[config.mk]
export PLATFORM = sky130hd
export DESIGN_NAME = decode_top
export DESIGN_NICKNAME = d
export VERILOG_FILES = /design/src/source/decode_pkg.sv /design/src/source/control.sv /design/src/source/decode_stage.sv /design/src/source/decode_top.sv /design/src/source/operand_extract.sv
export SDC_FILE = /design/constraint.sdc
export NUM_CORES = 1
export LEC_CHECK = 0
export ABC_AREA = 1
export BUFFER_PORTS_ARGS = -buffer_cell sky130_fd_sc_hd__buf_2
export CORE_ASPECT_RATIO = 0.5
export CORE_UTILIZATION = 51
export DETAILED_ROUTE_END_ITERATION = 16
export PLACE_DENSITY = 0.78
export SLEW_MARGIN = 10
export SYNTH_ARGS = -nofsm -noshare
export SYNTH_HDL_FRONTEND = slang
export SYNTH_SLANG_ARGS = --single-unit
export TNS_END_PERCENT = 30
[constraint.sdc]
create_clock -name clk -period 1 [get_ports clk]
set_clock_uncertainty 0.05 [all_clocks]
set_input_delay 0.25 -clock clk [delete_from_list [all_inputs] [get_ports clk]]
set_output_delay 0.25 -clock clk [all_outputs]
set_load 0.1 [all_outputs]
[src/source/decode_pkg.sv]
`default_nettype none

package decode_pkg;

    localparam int OP_W     = 5;
    localparam int REG_W    = 3;
    localparam int WORD_W   = 16;
    localparam int ALU_OP_W = 4;

    // Opcode map, upper five bits of the word
    localparam logic [OP_W-1:0] OP_HALT      = 5'b0_0000;
    localparam logic [OP_W-1:0] OP_NOP       = 5'b0_0001;
    localparam logic [OP_W-1:0] OP_SIIC      = 5'b0_0010;
    localparam logic [OP_W-1:0] OP_RTI       = 5'b0_0011;
    localparam logic [OP_W-1:0] OP_J         = 5'b0_0100;
    localparam logic [OP_W-1:0] OP_JR        = 5'b0_0101;
    localparam logic [OP_W-1:0] OP_JAL       = 5'b0_0110;
    localparam logic [OP_W-1:0] OP_JALR      = 5'b0_0111;
    localparam logic [OP_W-1:0] OP_IMM_ARITH = 5'b0_100?;
    localparam logic [OP_W-1:0] OP_IMM_LOGIC = 5'b0_101?;
    localparam logic [OP_W-1:0] OP_BEQZ      = 5'b0_1100;
    localparam logic [OP_W-1:0] OP_BNEZ      = 5'b0_1101;
    localparam logic [OP_W-1:0] OP_BLTZ      = 5'b0_1110;
    localparam logic [OP_W-1:0] OP_BGEZ      = 5'b0_1111;
    localparam logic [OP_W-1:0] OP_ST        = 5'b1_0000;
    localparam logic [OP_W-1:0] OP_LD        = 5'b1_0001;
    localparam logic [OP_W-1:0] OP_SLBI      = 5'b1_0010;
    localparam logic [OP_W-1:0] OP_STU       = 5'b1_0011;
    localparam logic [OP_W-1:0] OP_IMM_SHIFT = 5'b1_01??;
    localparam logic [OP_W-1:0] OP_LBI       = 5'b1_1000;
    localparam logic [OP_W-1:0] OP_BTR       = 5'b1_1001;
    localparam logic [OP_W-1:0] OP_ALU       = 5'b1_101?;
    localparam logic [OP_W-1:0] OP_SEQ       = 5'b1_1100;
    localparam logic [OP_W-1:0] OP_SLT       = 5'b1_1101;
    localparam logic [OP_W-1:0] OP_SLE       = 5'b1_1110;
    localparam logic [OP_W-1:0] OP_SCO       = 5'b1_1111;

    // Write register select
    localparam logic [1:0] DST_RS   = 2'b00;
    localparam logic [1:0] DST_R_RD = 2'b01;
    localparam logic [1:0] DST_R7   = 2'b10;
    localparam logic [1:0] DST_I_RD = 2'b11;

    // Immediate select
    localparam logic [1:0] IMM_S5  = 2'b00;
    localparam logic [1:0] IMM_S8  = 2'b01;
    localparam logic [1:0] IMM_Z5  = 2'b10;
    localparam logic [1:0] IMM_S11 = 2'b11;

    // Next PC source
    localparam logic [1:0] PC_SEQ      = 2'b00;
    localparam logic [1:0] PC_BRANCH   = 2'b01;
    localparam logic [1:0] PC_JUMP     = 2'b10;
    localparam logic [1:0] PC_JUMP_REG = 2'b11;

    typedef struct packed {
        logic [OP_W-1:0]  op;
        logic [REG_W-1:0] rs;
        logic [REG_W-1:0] rd;
        logic [4:0]       imm5;
    } i1_fmt_t;

    typedef struct packed {
        logic [OP_W-1:0]  op;
        logic [REG_W-1:0] rs;
        logic [7:0]       imm8;
    } i2_fmt_t;

    typedef struct packed {
        logic [OP_W-1:0]  op;
        logic [REG_W-1:0] rs;
        logic [REG_W-1:0] rt;
        logic [REG_W-1:0] rd;
        logic [1:0]       func;
    } r_fmt_t;

    typedef struct packed {
        logic [OP_W-1:0] op;
        logic [10:0]     disp11;
    } j_fmt_t;

    // One 16-bit word, four readings
    typedef union packed {
        i1_fmt_t i1;
        i2_fmt_t i2;
        r_fmt_t  r;
        j_fmt_t  j;
    } instr_word_t;

endpackage

`default_nettype wire

[src/source/control.sv]
`timescale 1ns/1ps
`default_nettype none

module control import decode_pkg::*; (
    input  logic [OP_W-1:0]     opcode,
    output logic [1:0]          reg_dst,
    output logic                reg_write,
    output logic [1:0]          imm_sel,
    output logic [1:0]          alu_src_a,
    output logic [1:0]          alu_src_b,
    output logic                sign_alu,
    output logic [ALU_OP_W-1:0] alu_op,
    output logic [1:0]          set_select,
    output logic                alu_res_sel,
    output logic [1:0]          mem_to_reg,
    output logic [1:0]          pc_dec,
    output logic                branch,
    output logic                branch_eqz,
    output logic                branch_gtz,
    output logic                branch_ltz,
    output logic                mem_read,
    output logic                mem_write,
    output logic                err,
    output logic                halt,
    output logic                createdump
);

    always_comb begin
        // Idle decode, opcodes override below
        reg_dst     = DST_RS;
        reg_write   = 1'b0;
        imm_sel     = IMM_S5;
        alu_src_a   = 2'b00;
        alu_src_b   = 2'b00;
        sign_alu    = 1'b0;
        alu_op      = '0;
        set_select  = 2'b00;
        alu_res_sel = 1'b0;
        mem_to_reg  = 2'b01;          // ALU result
        pc_dec      = PC_SEQ;
        branch      = 1'b0;
        branch_eqz  = 1'b0;
        branch_gtz  = 1'b0;
        branch_ltz  = 1'b0;
        mem_read    = 1'b0;
        mem_write   = 1'b0;
        err         = 1'b0;
        halt        = 1'b0;
        createdump  = 1'b0;

        case (opcode) inside
            OP_HALT: begin
                halt       = 1'b1;
                createdump = 1'b1;
            end

            OP_NOP, OP_SIIC, OP_RTI: begin
                // No exception state in this stage
            end

            OP_IMM_ARITH, OP_IMM_LOGIC: begin
                reg_dst   = DST_I_RD;
                reg_write = 1'b1;
                imm_sel   = opcode[1] ? IMM_Z5 : IMM_S5;  // Logic ops zero extend
                alu_src_b = 2'b01;
                sign_alu  = 1'b1;
                alu_op    = {2'b11, opcode[1:0]};
            end

            OP_IMM_SHIFT: begin
                reg_dst   = DST_I_RD;
                reg_write = 1'b1;
                alu_src_b = 2'b01;
                alu_op    = {2'b10, opcode[1:0]};
            end

            OP_ST, OP_STU: begin
                reg_write = (opcode == OP_STU);         // STU updates rs
                alu_src_b = 2'b01;
                sign_alu  = 1'b1;
                alu_op    = 4'b1100;
                mem_read  = 1'b1;
                mem_write = 1'b1;
            end

            OP_LD: begin
                reg_dst    = DST_I_RD;
                reg_write  = 1'b1;
                alu_src_b  = 2'b01;
                sign_alu   = 1'b1;
                alu_op     = 4'b1100;
                mem_to_reg = 2'b00;                     // Load data
                mem_read   = 1'b1;
            end

            OP_BTR: begin
                reg_dst   = DST_R_RD;
                reg_write = 1'b1;
                alu_src_a = 2'b10;
                alu_src_b = 2'b10;
                alu_op    = 4'b1001;
            end

            OP_ALU: begin
                reg_dst   = DST_R_RD;
                reg_write = 1'b1;
                alu_op    = {1'b0, opcode[0], 2'b00};
            end

            OP_SEQ, OP_SLT, OP_SLE, OP_SCO: begin
                reg_dst     = DST_R_RD;
                reg_write   = 1'b1;
                sign_alu    = (opcode[1] == opcode[0]);  // SEQ and SCO
                alu_op      = (opcode == OP_SCO) ? 4'b1100 : 4'b1101;
                set_select  = opcode[1:0];
                alu_res_sel = 1'b1;
            end

            OP_BEQZ, OP_BNEZ, OP_BLTZ, OP_BGEZ: begin
                imm_sel    = IMM_S8;
                alu_src_b  = 2'b10;
                sign_alu   = 1'b1;
                alu_op     = 4'b1100;
                pc_dec     = PC_BRANCH;
                branch     = 1'b1;
                // Taken when rs compares as flagged
                branch_eqz = (opcode == OP_BEQZ) || (opcode == OP_BGEZ);
                branch_gtz = (opcode == OP_BNEZ) || (opcode == OP_BGEZ);
                branch_ltz = (opcode == OP_BNEZ) || (opcode == OP_BLTZ);
            end

            OP_LBI: begin
                reg_write  = 1'b1;
                imm_sel    = IMM_S8;
                alu_src_b  = 2'b01;
                sign_alu   = 1'b1;
                mem_to_reg = 2'b11;                     // Immediate straight to rs
            end

            OP_SLBI: begin
                reg_write = 1'b1;
                imm_sel   = IMM_S8;
                alu_src_a = 2'b01;                      // Shift and or
                alu_src_b = 2'b10;
                alu_op    = 4'b1001;
            end

            OP_J, OP_JR, OP_JAL, OP_JALR: begin
                sign_alu = 1'b1;
                alu_op   = 4'b1100;
                if (opcode[0]) begin                    // Register relative
                    imm_sel   = IMM_S8;
                    alu_src_b = 2'b01;
                    pc_dec    = PC_JUMP_REG;
                end else begin
                    imm_sel = IMM_S11;
                    pc_dec  = PC_JUMP;
                end
                if (opcode[1]) begin                    // Link into R7
                    reg_dst    = DST_R7;
                    reg_write  = 1'b1;
                    mem_to_reg = 2'b10;
                end
            end

            default: err = 1'b1;
        endcase
    end

endmodule

`default_nettype wire

[src/source/decode_stage.sv]
`timescale 1ns/1ps
`default_nettype none

module decode_stage import decode_pkg::*; (
    input  logic                clk,
    input  logic                rst_n,
    input  logic                in_valid,
    input  logic                stall,
    input  logic [1:0]          reg_dst,
    input  logic [1:0]          imm_sel,
    input  logic [1:0]          alu_src_a,
    input  logic [1:0]          alu_src_b,
    input  logic [1:0]          set_select,
    input  logic [1:0]          mem_to_reg,
    input  logic [1:0]          pc_dec,
    input  logic [ALU_OP_W-1:0] alu_op,
    input  logic                reg_write, sign_alu, alu_res_sel, branch,
    input  logic                branch_eqz, branch_gtz, branch_ltz,
    input  logic                mem_read, mem_write, err, halt, createdump,
    input  logic [REG_W-1:0]    rs, rt, rd_i, rd_r,
    input  logic [WORD_W-1:0]   imm_s5, imm_z5, imm_s8, imm_s11,
    output logic                out_valid,
    output logic [REG_W-1:0]    write_reg, read_reg_a, read_reg_b,
    output logic [WORD_W-1:0]   imm,
    output logic [1:0]          alu_src_a_q, alu_src_b_q, set_select_q,
    output logic [1:0]          mem_to_reg_q, pc_dec_q,
    output logic [ALU_OP_W-1:0] alu_op_q,
    output logic                reg_write_q, sign_alu_q, alu_res_sel_q, branch_q,
    output logic                branch_eqz_q, branch_gtz_q, branch_ltz_q,
    output logic                mem_read_q, mem_write_q, err_q, halt_q, createdump_q
);

    logic [REG_W-1:0]  sel_write_reg;
    logic [WORD_W-1:0] sel_imm;
    logic              accept;

    assign accept = in_valid && !stall;

    always_comb begin
        case (reg_dst)
            DST_RS:   sel_write_reg = rs;
            DST_R_RD: sel_write_reg = rd_r;
            DST_R7:   sel_write_reg = {REG_W{1'b1}};  // Link register
            DST_I_RD: sel_write_reg = rd_i;
        endcase
    end

    always_comb begin
        case (imm_sel)
            IMM_S5:  sel_imm = imm_s5;
            IMM_S8:  sel_imm = imm_s8;
            IMM_Z5:  sel_imm = imm_z5;
            IMM_S11: sel_imm = imm_s11;
        endcase
    end

    always_ff @(posedge clk or negedge rst_n) begin
        if (!rst_n) begin
            out_valid <= 1'b0;
            {write_reg, read_reg_a, read_reg_b, imm} <= '0;
            {alu_src_a_q, alu_src_b_q, set_select_q, mem_to_reg_q, pc_dec_q, alu_op_q} <= '0;
            {reg_write_q, sign_alu_q, alu_res_sel_q, branch_q} <= '0;
            {branch_eqz_q, branch_gtz_q, branch_ltz_q} <= '0;
            {mem_read_q, mem_write_q, err_q, halt_q, createdump_q} <= '0;
        end else begin
            if (!stall)
                out_valid <= in_valid;      // Bubble in, bubble out
            if (accept) begin
                write_reg     <= sel_write_reg;
                read_reg_a    <= rs;
                read_reg_b    <= rt;
                imm           <= sel_imm;
                alu_src_a_q   <= alu_src_a;
                alu_src_b_q   <= alu_src_b;
                set_select_q  <= set_select;
                mem_to_reg_q  <= mem_to_reg;
                pc_dec_q      <= pc_dec;
                alu_op_q      <= alu_op;
                reg_write_q   <= reg_write;
                sign_alu_q    <= sign_alu;
                alu_res_sel_q <= alu_res_sel;
                branch_q      <= branch;
                branch_eqz_q  <= branch_eqz;
                branch_gtz_q  <= branch_gtz;
                branch_ltz_q  <= branch_ltz;
                mem_read_q    <= mem_read;
                mem_write_q   <= mem_write;
                err_q         <= err;
                halt_q        <= halt;
                createdump_q  <= createdump;
            end
        end
    end

endmodule

`default_nettype wire

[src/source/decode_top.sv]
`timescale 1ns/1ps
`default_nettype none

module decode_top import decode_pkg::*; (
    input  logic                clk,
    input  logic                rst_n,
    input  logic                in_valid,
    input  logic [WORD_W-1:0]   instr,
    input  logic                stall,
    output logic                ready,
    output logic                out_valid,
    output logic [REG_W-1:0]    write_reg, read_reg_a, read_reg_b,
    output logic [WORD_W-1:0]   imm,
    output logic [1:0]          alu_src_a_q, alu_src_b_q, set_select_q,
    output logic [1:0]          mem_to_reg_q, pc_dec_q,
    output logic [ALU_OP_W-1:0] alu_op_q,
    output logic                reg_write_q, sign_alu_q, alu_res_sel_q, branch_q,
    output logic                branch_eqz_q, branch_gtz_q, branch_ltz_q,
    output logic                mem_read_q, mem_write_q, err_q, halt_q, createdump_q
);

    // Control fields, same cycle as instr
    logic [1:0]          reg_dst, imm_sel, alu_src_a, alu_src_b;
    logic [1:0]          set_select, mem_to_reg, pc_dec;
    logic [ALU_OP_W-1:0] alu_op;
    logic                reg_write, sign_alu, alu_res_sel, branch;
    logic                branch_eqz, branch_gtz, branch_ltz;
    logic                mem_read, mem_write, err, halt, createdump;

    logic [REG_W-1:0]    rs, rt, rd_i, rd_r;
    logic [WORD_W-1:0]   imm_s5, imm_z5, imm_s8, imm_s11;

    assign ready = ~stall;  // Fetch holds instr while low

    control u_control (
        .opcode (instr[WORD_W-1 -: OP_W]),
        .*
    );

    operand_extract u_extract (
        .instr (instr),
        .*
    );

    decode_stage u_stage (.*);

endmodule

`default_nettype wire

[src/source/operand_extract.sv]
`timescale 1ns/1ps
`default_nettype none

module operand_extract import decode_pkg::*; (
    input  instr_word_t       instr,
    output logic [REG_W-1:0]  rs,
    output logic [REG_W-1:0]  rt,
    output logic [REG_W-1:0]  rd_i,
    output logic [REG_W-1:0]  rd_r,
    output logic [WORD_W-1:0] imm_s5,
    output logic [WORD_W-1:0] imm_z5,
    output logic [WORD_W-1:0] imm_s8,
    output logic [WORD_W-1:0] imm_s11
);

    // rs sits in the same bits in every format but J
    assign rs   = instr.i1.rs;
    assign rt   = instr.r.rt;
    assign rd_i = instr.i1.rd;
    assign rd_r = instr.r.rd;

    // All extensions in parallel, control picks one later
    assign imm_s5  = {{(WORD_W-5){instr.i1.imm5[4]}}, instr.i1.imm5};
    assign imm_z5  = {{(WORD_W-5){1'b0}}, instr.i1.imm5};
    assign imm_s8  = {{(WORD_W-8){instr.i2.imm8[7]}}, instr.i2.imm8};
    assign imm_s11 = {{(WORD_W-11){instr.j.disp11[10]}}, instr.j.disp11};

endmodule

`default_nettype wire
==> impl_metrics.ini, run 1 <==
[yosys]
yosysMostFrequentCell = nand2_1
netlist.area_leader.share_pct = 47.9
synth-edff-count = 0
syn-num-nets = 326
synth_warnings = 0
synth_common_cells = nand2_1 (119), dfrtp_1 (46), nand3_1 (22)
ys_ff_latch = 46
netlist_instances = 302
synth_area_leader_cell = dfrtp_1
syn_avg_cell_area_um2 = 7.95
synthArstFlopShare_pct = 100
ys_seq_area_share_pct = 47.9
netlist_area_um2 = 2400
synthFlopType = dfrtp_1
ys_top_cells_by_area = dfrtp_1 (48%), nand2_1 (19%), nand3_1 (4.6%)
yosysUniqueCellTypes = 32

[run_status]
stop_stage = clock tree synthesis (4_1_cts)
error_line = [ERROR DPL-0033] detailed placement checks failed during check placement.
status = stopped before the end

[cts]
cts.sinks = 46
cts.path.max_buffers = 2
post_cts_buffers = 10
h-tree-depth = 2
cts_hold_buf = 1
ctsResizeCount = 65
cts_made_buffers = 5
cts.root.buffer_cell = clkbuf_8

[place]
dpl.cell_count = 470
dp_slack_ps = -945
place.gp.congestion = 1.15
dpl_cell_area_um2 = 4020
dpl.hpwl_um = 7050
port_buffers = 72

[floorplanning]
die_h_um = 50.5
ios = 73
die-width_um = 99.0
rows = 17
initial_core_util_pct = 53.8
## per-stage QoR
stage	TNS [ps]	hold slack, ps
3_3_place_gp	-20830	190
2_1_floorplan	-31550	-95.6
3_5_place_dp	-26220	196
## cells by family after synthesis
kind of cell,after synthesis,synth area share [%]
compound gates,32,7.82
fa+ha+maj,4,2.08
buf+inv,40,7.76
flops,46,47.9
simple gates,180,34.4
==> run 2, diff against run 1 <==
--- a/config.mk
+++ b/config.mk
@@ -7,10 +7,9 @@
 export LEC_CHECK = 0
 export ABC_AREA = 1
 export BUFFER_PORTS_ARGS = -buffer_cell sky130_fd_sc_hd__buf_2
-export CORE_ASPECT_RATIO = 0.5
-export CORE_UTILIZATION = 51
+export CORE_UTILIZATION = 40
 export DETAILED_ROUTE_END_ITERATION = 16
-export PLACE_DENSITY = 0.78
+export PLACE_DENSITY_LB_ADDON = 0.15
 export SLEW_MARGIN = 10
 export SYNTH_ARGS = -nofsm -noshare
 export SYNTH_HDL_FRONTEND = slang
==> run 2 against run 1 <==
The flow now finishes, with violations (negative setup slack). Synthesized area unchanged. Synthesized cell count unchanged.
==> impl_metrics.ini, run 2 <==
[run_status]
status = complete, but fails checks
failed_checks = negative setup slack

[floorplanning]
die-area_um2 = 6320
initial_core_util_pct = 42.6
rows = 27
core_area_um2 = 5640
ios = 73
die-width_um = 79.5
die_h_um = 79.5

[yosys]
yosysMostFrequentCell = nand2_1
syn-num-nets = 326
netlist.area_leader.share_pct = 47.9
synthFlopType = dfrtp_1
synth_common_cells = nand2_1 (119), dfrtp_1 (46), nand3_1 (22)
ys_top_cells_by_area = dfrtp_1 (48%), nand2_1 (19%), nand3_1 (4.6%)
netlist_area_um2 = 2400
yosysUniqueCellTypes = 32
ys_ff_latch = 46
synthArstFlopShare_pct = 100
synth_warnings = 0
synth-edff-count = 0
synth_area_leader_cell = dfrtp_1
ys_seq_area_share_pct = 47.9
netlist_instances = 302
syn_avg_cell_area_um2 = 7.95

[timing]
tightest_slew_ps = 256
drv_slew = 0
hold_viol = 0
post-route-period-util_pct = 140
rsz0062_at_grt = true
min_period_ps = 1400
setup_viol = 84
fmax_mhz = 713
fin_ws_ps = -403
slew_headroom_pct = 83.0

[global_routing]
antenna_found_initial = 0
grt_pass1_vias = 2399
grt_pass1_wl_um = 12300
met3_usage_pct = 3.66
grt_most_used_layer = met2
met2_usage_pct = 41.2
grtUsageMet1_pct = 36.3
grtUsageTotal_pct = 25.8
grt_overflow = 0
grt_start_max_net_pins = 47

[critical_path]
r2r-end = u_stage.imm[14]
reg2reg_slack_ps = 130
cp-end-kind = flop
max_stage_delay_ps = 170
critPathMaxFanout = 6
path_depth = 10
startpoint_type = input pin
cp_data_arrival_time_ps = 1560
crit_required_ps = 1160
r2r_cells = 3
crit_start = instr[11]
path_cells = buf_12 > ha_4 > nor2_4 > nand2_4 > nand3_2 > nand4_4 > nand4_1 > nand2_1 > nor2_1 > nor2_1
worstSetupPathType = in -> reg
cp_top_family = simple AND/OR/NAND/NOR gates
reg2reg_from = u_stage.imm[14]
path_buf_inv = 1
cpMostUsedCell = nor2_1
crit_end = u_stage.imm[9]
cp_slowest_cell = ha_4

[place]
place.gp.congestion = 0.965
port_buffers = 72
dpl.hpwl_um = 5670
dp_slack_ps = -822

[cells_and_area]
regMostFlops = u_stage.imm
final_common_cell = nand2_1
largest_reg_flops = 11
area_growth_pct = 92.1
post-route-util_pct = 81.7
final_cell_mix = nand2_1 (107), buf_12 (58), buf_4 (57), dfrtp_1 (44)
diodes = 0
reg_top3 = u_stage.imm: 11 flops, u_stage.alu_op_q: 4 flops
drive_gt1_share_pct = 51.0
final_nets = 460

[cts]
h-tree-depth = 2
clk_latency_ps = 300
clkTransAtPathRegs_ps = 90
cts_made_buffers = 5
cts.path.max_buffers = 2
cts.root.buffer_cell = clkbuf_8
cts.sinks = 46
cts_tree = built

[detailed_routing]
drtIter0Drc = 184
detail-route-antenna-nets = 0
via_count = 2534
drc = 0
viasPerCell = 4.98
wl_per_cell_um = 15.4
routed_wl_um = 7860
dr.pass1.iters = 4

[power]
vdd_drop_max_mv = 1.17
p_leak_uw = 0.00230
power_density_nw_per_um2 = 1650

[min_path]
holdCritPathClass = in -> reg

[job]
cap_violations = 0
[run 2: per-layer routing]
layer	vias to the layer above	wire length, um
li1	1230	-
met1	1215	3540
met2	77	3870
met3	12	324
met4	0	129
met5	-	0
[run 2: cells by family (layout without fill, tap and decap cells)]
logic type | count (synthesis) | in the layout | synth area share (%)
flops | 46 | 46 | 47.9
simple gates | 180 | 180 | 34.4
compound gates | 32 | 32 | 7.82
fa+ha+maj | 4 | 4 | 2.08
buf+inv | 40 | 175 | 7.76
[run 2: stage by stage]
stage | power, uW | setup TNS [ps] | hold slack [ps] | cells | cell area (um2)
2_1_floorplan | 4660 | -31550 | -95.6 | 302 | 2490
3_3_place_gp | 6190 | -23990 | 198 | 487 | 4070
3_5_place_dp | 6230 | -24430 | 201 | 487 | 4070
4_1_cts | 7540 | -18760 | 91.4 | 504 | 4450
5_1_grt | 7880 | -22840 | 88.5 | 509 | 4610
6_report | 7610 | -19730 | 89.4 | 509 | 4610
[run 2: worst min path at each step]
stage	startpoint	end	slack [ps]	cells past startpoint
floorplan	rst_n	u_stage.alu_op_q[0]	-100	0
global placement	rst_n	u_stage.alu_res_sel_q	200	2
detailed placement	rst_n	u_stage.sign_alu_q	200	2
CTS	instr[0]	u_stage.imm[0]	90	3
global route	instr[1]	u_stage.imm[1]	90	3
finish	instr[1]	u_stage.imm[1]	90	3
[run 2: area by class of cell]
type / count / area (um2)
repair buffers: 141 / 1790
inverters: 26 / 120
fillers: 311 / 1030
well taps: 72 / 90.1
clock inverters: 2 / 13.8
clock buffers: 6 / 72.6
flip-flops and latches: 46 / 1150
multi-input cells: 216 / 1370
[run 2: timing repair]
action	CTS	global route
pin swaps	13	17
endpoints found under the setup margin	86	86
buffers inserted	8	6
hold buffers	1	0
resized for setup	53	35
endpoints found under the hold margin	46	0
[run 2: where the power goes]
part | total, uW | switching [uW] | internal, uW
clock | 1170 | 673 | 495
combinational | 4120 | 2650 | 1470
sequential | 2320 | 247 | 2070
[run 2: worst min-delay path, delay by kind of cell]
kind / cells / cell delay [ps]
AND/OR/NAND/NOR: 2 / 90
buffers and inverters: 1 / 70
Note: power is estimated with default switching activity, not from simulation.
==> run 3, diff against run 2 <==
--- a/config.mk
+++ b/config.mk
@@ -5,7 +5,6 @@
 export SDC_FILE = /design/constraint.sdc
 export NUM_CORES = 1
 export LEC_CHECK = 0
-export ABC_AREA = 1
 export BUFFER_PORTS_ARGS = -buffer_cell sky130_fd_sc_hd__buf_2
 export CORE_UTILIZATION = 40
 export DETAILED_ROUTE_END_ITERATION = 16
==> run 3 against run 2 <==
Utilization up 0.29 points. Non-clock buffer count up 20. Synthesized area up 1.6%. The flow still finishes with violations (negative setup slack). Flip-flop and latch count unchanged. Sequential share of layout area down 1.1 points. Fmax down 29%. Clock-buffer cell count up 1. Highest routed layer unchanged.
==> impl_metrics.ini, run 3 <==
[yosys]
synthArstFlopShare_pct = 100
synth_area_leader_cell = dfrtp_1
syn-num-nets = 296
yosysUniqueCellTypes = 48
yosysMostFrequentCell = nand2_1
netlist_area_um2 = 2440
synth_common_cells = nand2_1 (73), dfrtp_1 (46), o21ai_0 (23)
netlist.area_leader.share_pct = 47.2
netlist_instances = 272
synth-edff-count = 0
synth_warnings = 0
ys_ff_latch = 46
ys_top_cells_by_area = dfrtp_1 (47%), nand2_1 (11%), o21ai_0 (4.7%)
ys_seq_area_share_pct = 47.2
syn_avg_cell_area_um2 = 8.97
synthFlopType = dfrtp_1

[cells_and_area]
regMostFlops = u_stage.imm
final_nets = 440
area_growth_pct = 98.0
diodes = 0
drive_gt1_share_pct = 53.2
final_cell_mix = buf_4 (69), nand2_1 (68), buf_12 (58), dfrtp_1 (45), buf_6 (19)
final_common_cell = buf_4
largest_reg_flops = 11
reg_top3 = u_stage.imm: 11 flops, u_stage.alu_op_q: 4 flops

[power]
p_comb_share_pct = 53.3
p_leak_uw = 0.00224
pwr-share-seq_pct = 29.2
power_density_nw_per_um2 = 1620
clkPwrFrac_pct = 17.5
vdd_drop_max_mv = 1.51
intPower_uw = 4390
power.switching_uw = 3420
p_total_uw = 7810
power_switching_share_pct = 43.8

[min_path]
hp-start = instr[1]
holdCritPathClass = in -> reg

[floorplanning]
ios = 73
die-area_um2 = 6410
die-width_um = 80.1
die_h_um = 80.1
initial_core_util_pct = 41.4
rows = 28
core_area_um2 = 5890

[timing]
drv_slew = 0
hold_viol = 0
slew_headroom_pct = 71.8
tightest_slew_ps = 422
min_period_ps = 1990
fin_ws_ps = -985
fmax_mhz = 504
post-route-period-util_pct = 199
setup_tns_ps = -30850
rsz0062_at_grt = true
setup_viol = 83

[global_routing]
antenna_found_initial = 0
grt_pass1_vias = 2712
grt_start_max_net_pins = 47
grtUsageTotal_pct = 28.7
grt_pass1_wl_um = 13700
grt_overflow = 0

[detailed_routing]
routed_wl_um = 8640
drc = 0
via_count = 2720
viasPerCell = 5.53
detail-route-antenna-nets = 0
drtIter0Drc = 215
dr.pass1.iters = 5
wl_per_cell_um = 17.6

[critical_path]
startpoint_type = input pin
reg2reg_from = u_stage.write_reg[1]
crit_required_ps = 1190
cp_slowest_cell = or4_4
critPathMaxFanout = 3
crit_start = instr[12]
path_cells = buf_12 > buf_6 > ha_4 > or4_4 > buf_6 > a31oi_4 > o211ai_1 > buf_4 > nor3b_4 > a211o_1
cp_data_arrival_time_ps = 2170
cpMostUsedCell = buf_6
cp_top_family = simple AND/OR/NAND/NOR gates
cp-end-kind = flop
worstSetupPathType = in -> reg
max_stage_delay_ps = 510
path_buf_inv = 4

[job]
cap_violations = 0

[cts]
cts_made_buffers = 5
cts_tree = built
clk_latency_ps = 290
clkTransAtPathRegs_ps = 80
cts.sinks = 46
cts.path.max_buffers = 2
cts.root.buffer_cell = clkbuf_8
h-tree-depth = 2

[place]
port_buffers = 72
dp_slack_ps = -1430
place.gp.congestion = 0.945
dpl.hpwl_um = 6470

[run_status]
status = complete, but fails checks
failed_checks = negative setup slack
==> run 3: changes by cell type in the layout (fill, tap and decap cells not counted), moves of 5 or more <==
cell / previous run / this run
nand3_1: 13 / 3
buf_4: 57 / 69
a21oi_1: 0 / 7
buf_6: 9 / 19
nand3_4: 7 / 0
nand3_2: 8 / 1
nor2_4: 6 / 1
nand2_1: 107 / 68
inv_1: 15 / 0
o21ai_1: 4 / 10
nand2_2: 12 / 3
==> run 3: final timing paths <==
check	to	slack, ps	cells past startpoint
setup reg to reg	u_stage.write_reg[1]	-300	3
min in group asynchronous	u_stage.write_reg[1]	410	3
max in group asynchronous	u_stage.halt_q	260	3
setup / recovery	u_stage.write_reg[2]	-990	10
hold / removal	u_stage.imm[1]	90	3
hold reg to reg	u_stage.alu_src_a_q[1]	500	2
==> run 3: cell families after synthesis <==
group                    synth area share [%]
AO/OA/AOI/OAI                            21.0
adder cells (fa/ha/maj)                  2.05
buffers and inverters                    5.69
flip-flops                               47.2
multiplexers                            0.923
AND/OR/NAND/NOR                          23.1
==> run 3: repair_timing <==
action	in CTS	in global routing
hold buffers	1	0
gates resized for setup	76	28
cloned	1	0
hold endpoints to repair	46	0
setup buffers	6	1
pin swaps	17	18
endpoints found under the setup margin	88	87
==> run 3: metrics by stage <==
step | util (%) | cell area, um2 | hold WS (ps) | std cells
after global routing | 82.0 | 4830 | 96.7 | 492
after global placement | 72.5 | 4270 | 197 | 477
final | 82.0 | 4830 | 89.0 | 492
after detailed placement | 72.5 | 4270 | 198 | 477
after CTS | 80.3 | 4730 | 90.0 | 493
after floorplan | - | 2550 | -95.6 | 272
==> run 3: layer usage <==
layer | track usage (%) | wire length (um) | vias up
met2 | 48.0 | 4300 | 137
met1 | 37.6 | 3590 | 1305
met3 | 3.52 | 503 | 29
met4 | 11.6 | 252 | 0
met5 | 0 | 0 | -
li1 | - | - | 1249
==> run 3: area by class of cell <==
cell class / instances / area (um2)
Timing Repair Buffer: 161 / 1980
Multi-Input combinational cell: 199 / 1460
Sequential cell: 46 / 1150
Fill cell: 348 / 1060
Tap cell: 75 / 93.8
Clock buffer: 7 / 76.3
Clock inverter: 1 / 30.0
Inverter: 3 / 30.0
==> run 3: power by group through the flow <==
stage	clock (uW)	combinational (uW)	sequential, uW
after floorplan	0	873	3700
after global placement	0	3890	2310
after detailed placement	0	3920	2320
after CTS	1380	4100	2280
after global routing	1450	4300	2300
final	1360	4170	2280
==> run 3: worst register-to-register path: cells and delay by family (launching register included) <==
| family | cells | cell delay, ps |
|---|---|---|
| AND/OR/NAND/NOR | 2 | 490 |
| flip-flops | 1 | 390 |
| AO/OA/AOI/OAI | 1 | 250 |
==> run 4, diff against run 3 <==
==> constraint.sdc (replaced) <==
create_clock -name clk -period 1 [get_ports clk]
set_clock_uncertainty 0.05 [all_clocks]
set_input_delay 0.2 -clock clk [delete_from_list [all_inputs] [get_ports clk]]
set_output_delay 0.2 -clock clk [all_outputs]
set_load 0.1 [all_outputs]
==> run 4 against run 3 <==
Highest routed layer unchanged. Utilization fell by 0.40 points. Combinational power barely moved. Critical path type unchanged. Worst setup slack improved by 33 ps. The run still ends with negative setup slack left. Critical endpoint is now u_stage.imm[14]. Cell count rose by 1.0%. Sequential share of layout area rose by 0.12 points. Fmax rose by 1.7%.
==> impl_metrics.ini, run 4 (synthesized netlist as in run 3, its figures left out) <==
[timing]
min_period_ps = 1950
post-route-period-util_pct = 195
rsz0062_at_grt = true
setup_tns_ps = -27170
hold_viol = 0
fmax_mhz = 512
tightest_slew_ps = 468
slew_headroom_pct = 68.8
setup_viol = 83
fin_ws_ps = -952
drv_slew = 0

[cells_and_area]
final_common_cell = buf_4
diodes = 0
largest_reg_flops = 11
instances_no_fill = 497
regMostFlops = u_stage.imm
post-route-util_pct = 81.6
final_cell_mix = buf_4 (75), nand2_1 (70), buf_12 (57), dfrtp_1 (45), buf_6 (19)
area_growth_pct = 97.0
reg_top3 = u_stage.imm: 11 flops, u_stage.alu_op_q: 4 flops
drive_gt1_share_pct = 52.4
final_nets = 445

[power]
pwr-share-seq_pct = 29.2
power.switching_uw = 3410
intPower_uw = 4400
vdd_drop_max_mv = 1.41
power_density_nw_per_um2 = 1620
p_comb_share_pct = 53.3
p_total_uw = 7810
p_leak_uw = 0.00224
clkPwrFrac_pct = 17.5
power_switching_share_pct = 43.7

[place]
dpl.hpwl_um = 6340
dpl.cell_count = 478
dp_slack_ps = -1470
place.gp.congestion = 0.948
port_buffers = 72

[global_routing]
grtUsageTotal_pct = 28.6
grt_pass1_wl_um = 13700
antenna_found_initial = 0
grt_overflow = 0
grt_start_max_net_pins = 47
grt_pass1_vias = 2729

[critical_path]
r2r_cells = 3
crit_required_ps = 1120
startpoint_type = input pin
worstSetupPathType = in -> reg
cp_data_arrival_time_ps = 2080
cp-end-kind = flop
critPathMaxFanout = 4

[cts]
cts_made_buffers = 5
cts.path.max_buffers = 2
clkTransAtPathRegs_ps = 90
cts.root.buffer_cell = clkbuf_8
cts.sinks = 46
cts_tree = built
clk_latency_ps = 290
h-tree-depth = 2

[detailed_routing]
dr.pass1.iters = 5
via_count = 2631
detail-route-antenna-nets = 0
viasPerCell = 5.29
routed_wl_um = 8540
wl_per_cell_um = 17.2
drtIter0Drc = 213
drc = 0

[floorplanning]
die-area_um2 = 6410
die_h_um = 80.1
ios = 73
rows = 28
die-width_um = 80.1
core_area_um2 = 5890
initial_core_util_pct = 41.4

[min_path]
holdCritPathClass = in -> reg
holdPathStages = 3

[run_status]
failed_checks = negative setup slack
status = complete, but fails checks

[job]
cap_violations = 0
==> run 4: changes by cell type in the layout (fill, tap and decap cells not counted), moves of 2 or more <==
cell,previous run,this run
a21oi_1,7,5
a21oi_2,3,5
buf_4,69,75
nand2_1,68,70
nand2_2,3,1
o21ai_0,4,7
o21ai_2,8,5
==> run 4: layer usage <==
layer  part of all wire [%]  track usage, %  up-vias  routed length (um)
met3                    5.3            4.32       12                 451
met4                    1.3            7.32        0                 108
met2                     51            50.9      101                4320
li1                       -               -     1251                   -
met5                      0               0        -                   0
met1                     43            36.0     1267                3660
==> run 4: metrics by stage <==
stage                     hold WS [ps]  cell area, um2
after floorplan                   -146            2550
after detailed placement           154            4270
after global placement             147            4270
after CTS                         40.9            4750
final                             42.3            4800
after global routing              47.8            4800
==> run 4: layout make-up <==
cell class                 instances  area, um2
clock inverter                     1       30.0
sequential                        46       1150
clock buffer                       7       76.3
multi-input combinational        199       1410
timing repair buffer             166       2010
tap                               75       93.8
fill                             345       1080
inverter                           3       30.0
==> run 4: path summary, 6_finish.rpt <==
check,slack [ps],start,to
min in group asynchronous,370,rst_n,u_stage.read_reg_a[2]
setup / recovery,-950,instr[11],u_stage.imm[14]
hold / removal,40,instr[0],u_stage.imm[0]
setup reg to reg,-290,u_stage.write_reg[0],u_stage.write_reg[0]
max in group asynchronous,290,rst_n,u_stage.halt_q
hold reg to reg,490,u_stage.read_reg_b[2],u_stage.read_reg_b[2]
==> run 4: power groups by stage <==
| stage | Combinational (uW) | Clock [uW] | Sequential [uW] |
|---|---|---|---|
| CTS | 4120 | 1400 | 2280 |
| detailed placement | 3930 | 0 | 2310 |
| floorplan | 873 | 0 | 3700 |
| finish | 4160 | 1370 | 2280 |
| global route | 4290 | 1470 | 2300 |
| global placement | 3900 | 0 | 2300 |
==> run 4: worst max-delay path, cell delays in order <==
cell	delay (ps)
buf_12	110
inv_12	40
ha_4	140
o41a_1	450
a22o_4	270
o311a_4	380
o31ai_4	360
a21oi_1	120
==> run 4: what timing repair did <==
action	in CTS	in global routing
pin swaps	20	9
buffers inserted	7	3
resized for setup	73	11
endpoints found under the hold margin	46	0
hold buffers	1	0
setup endpoints to repair	86	86
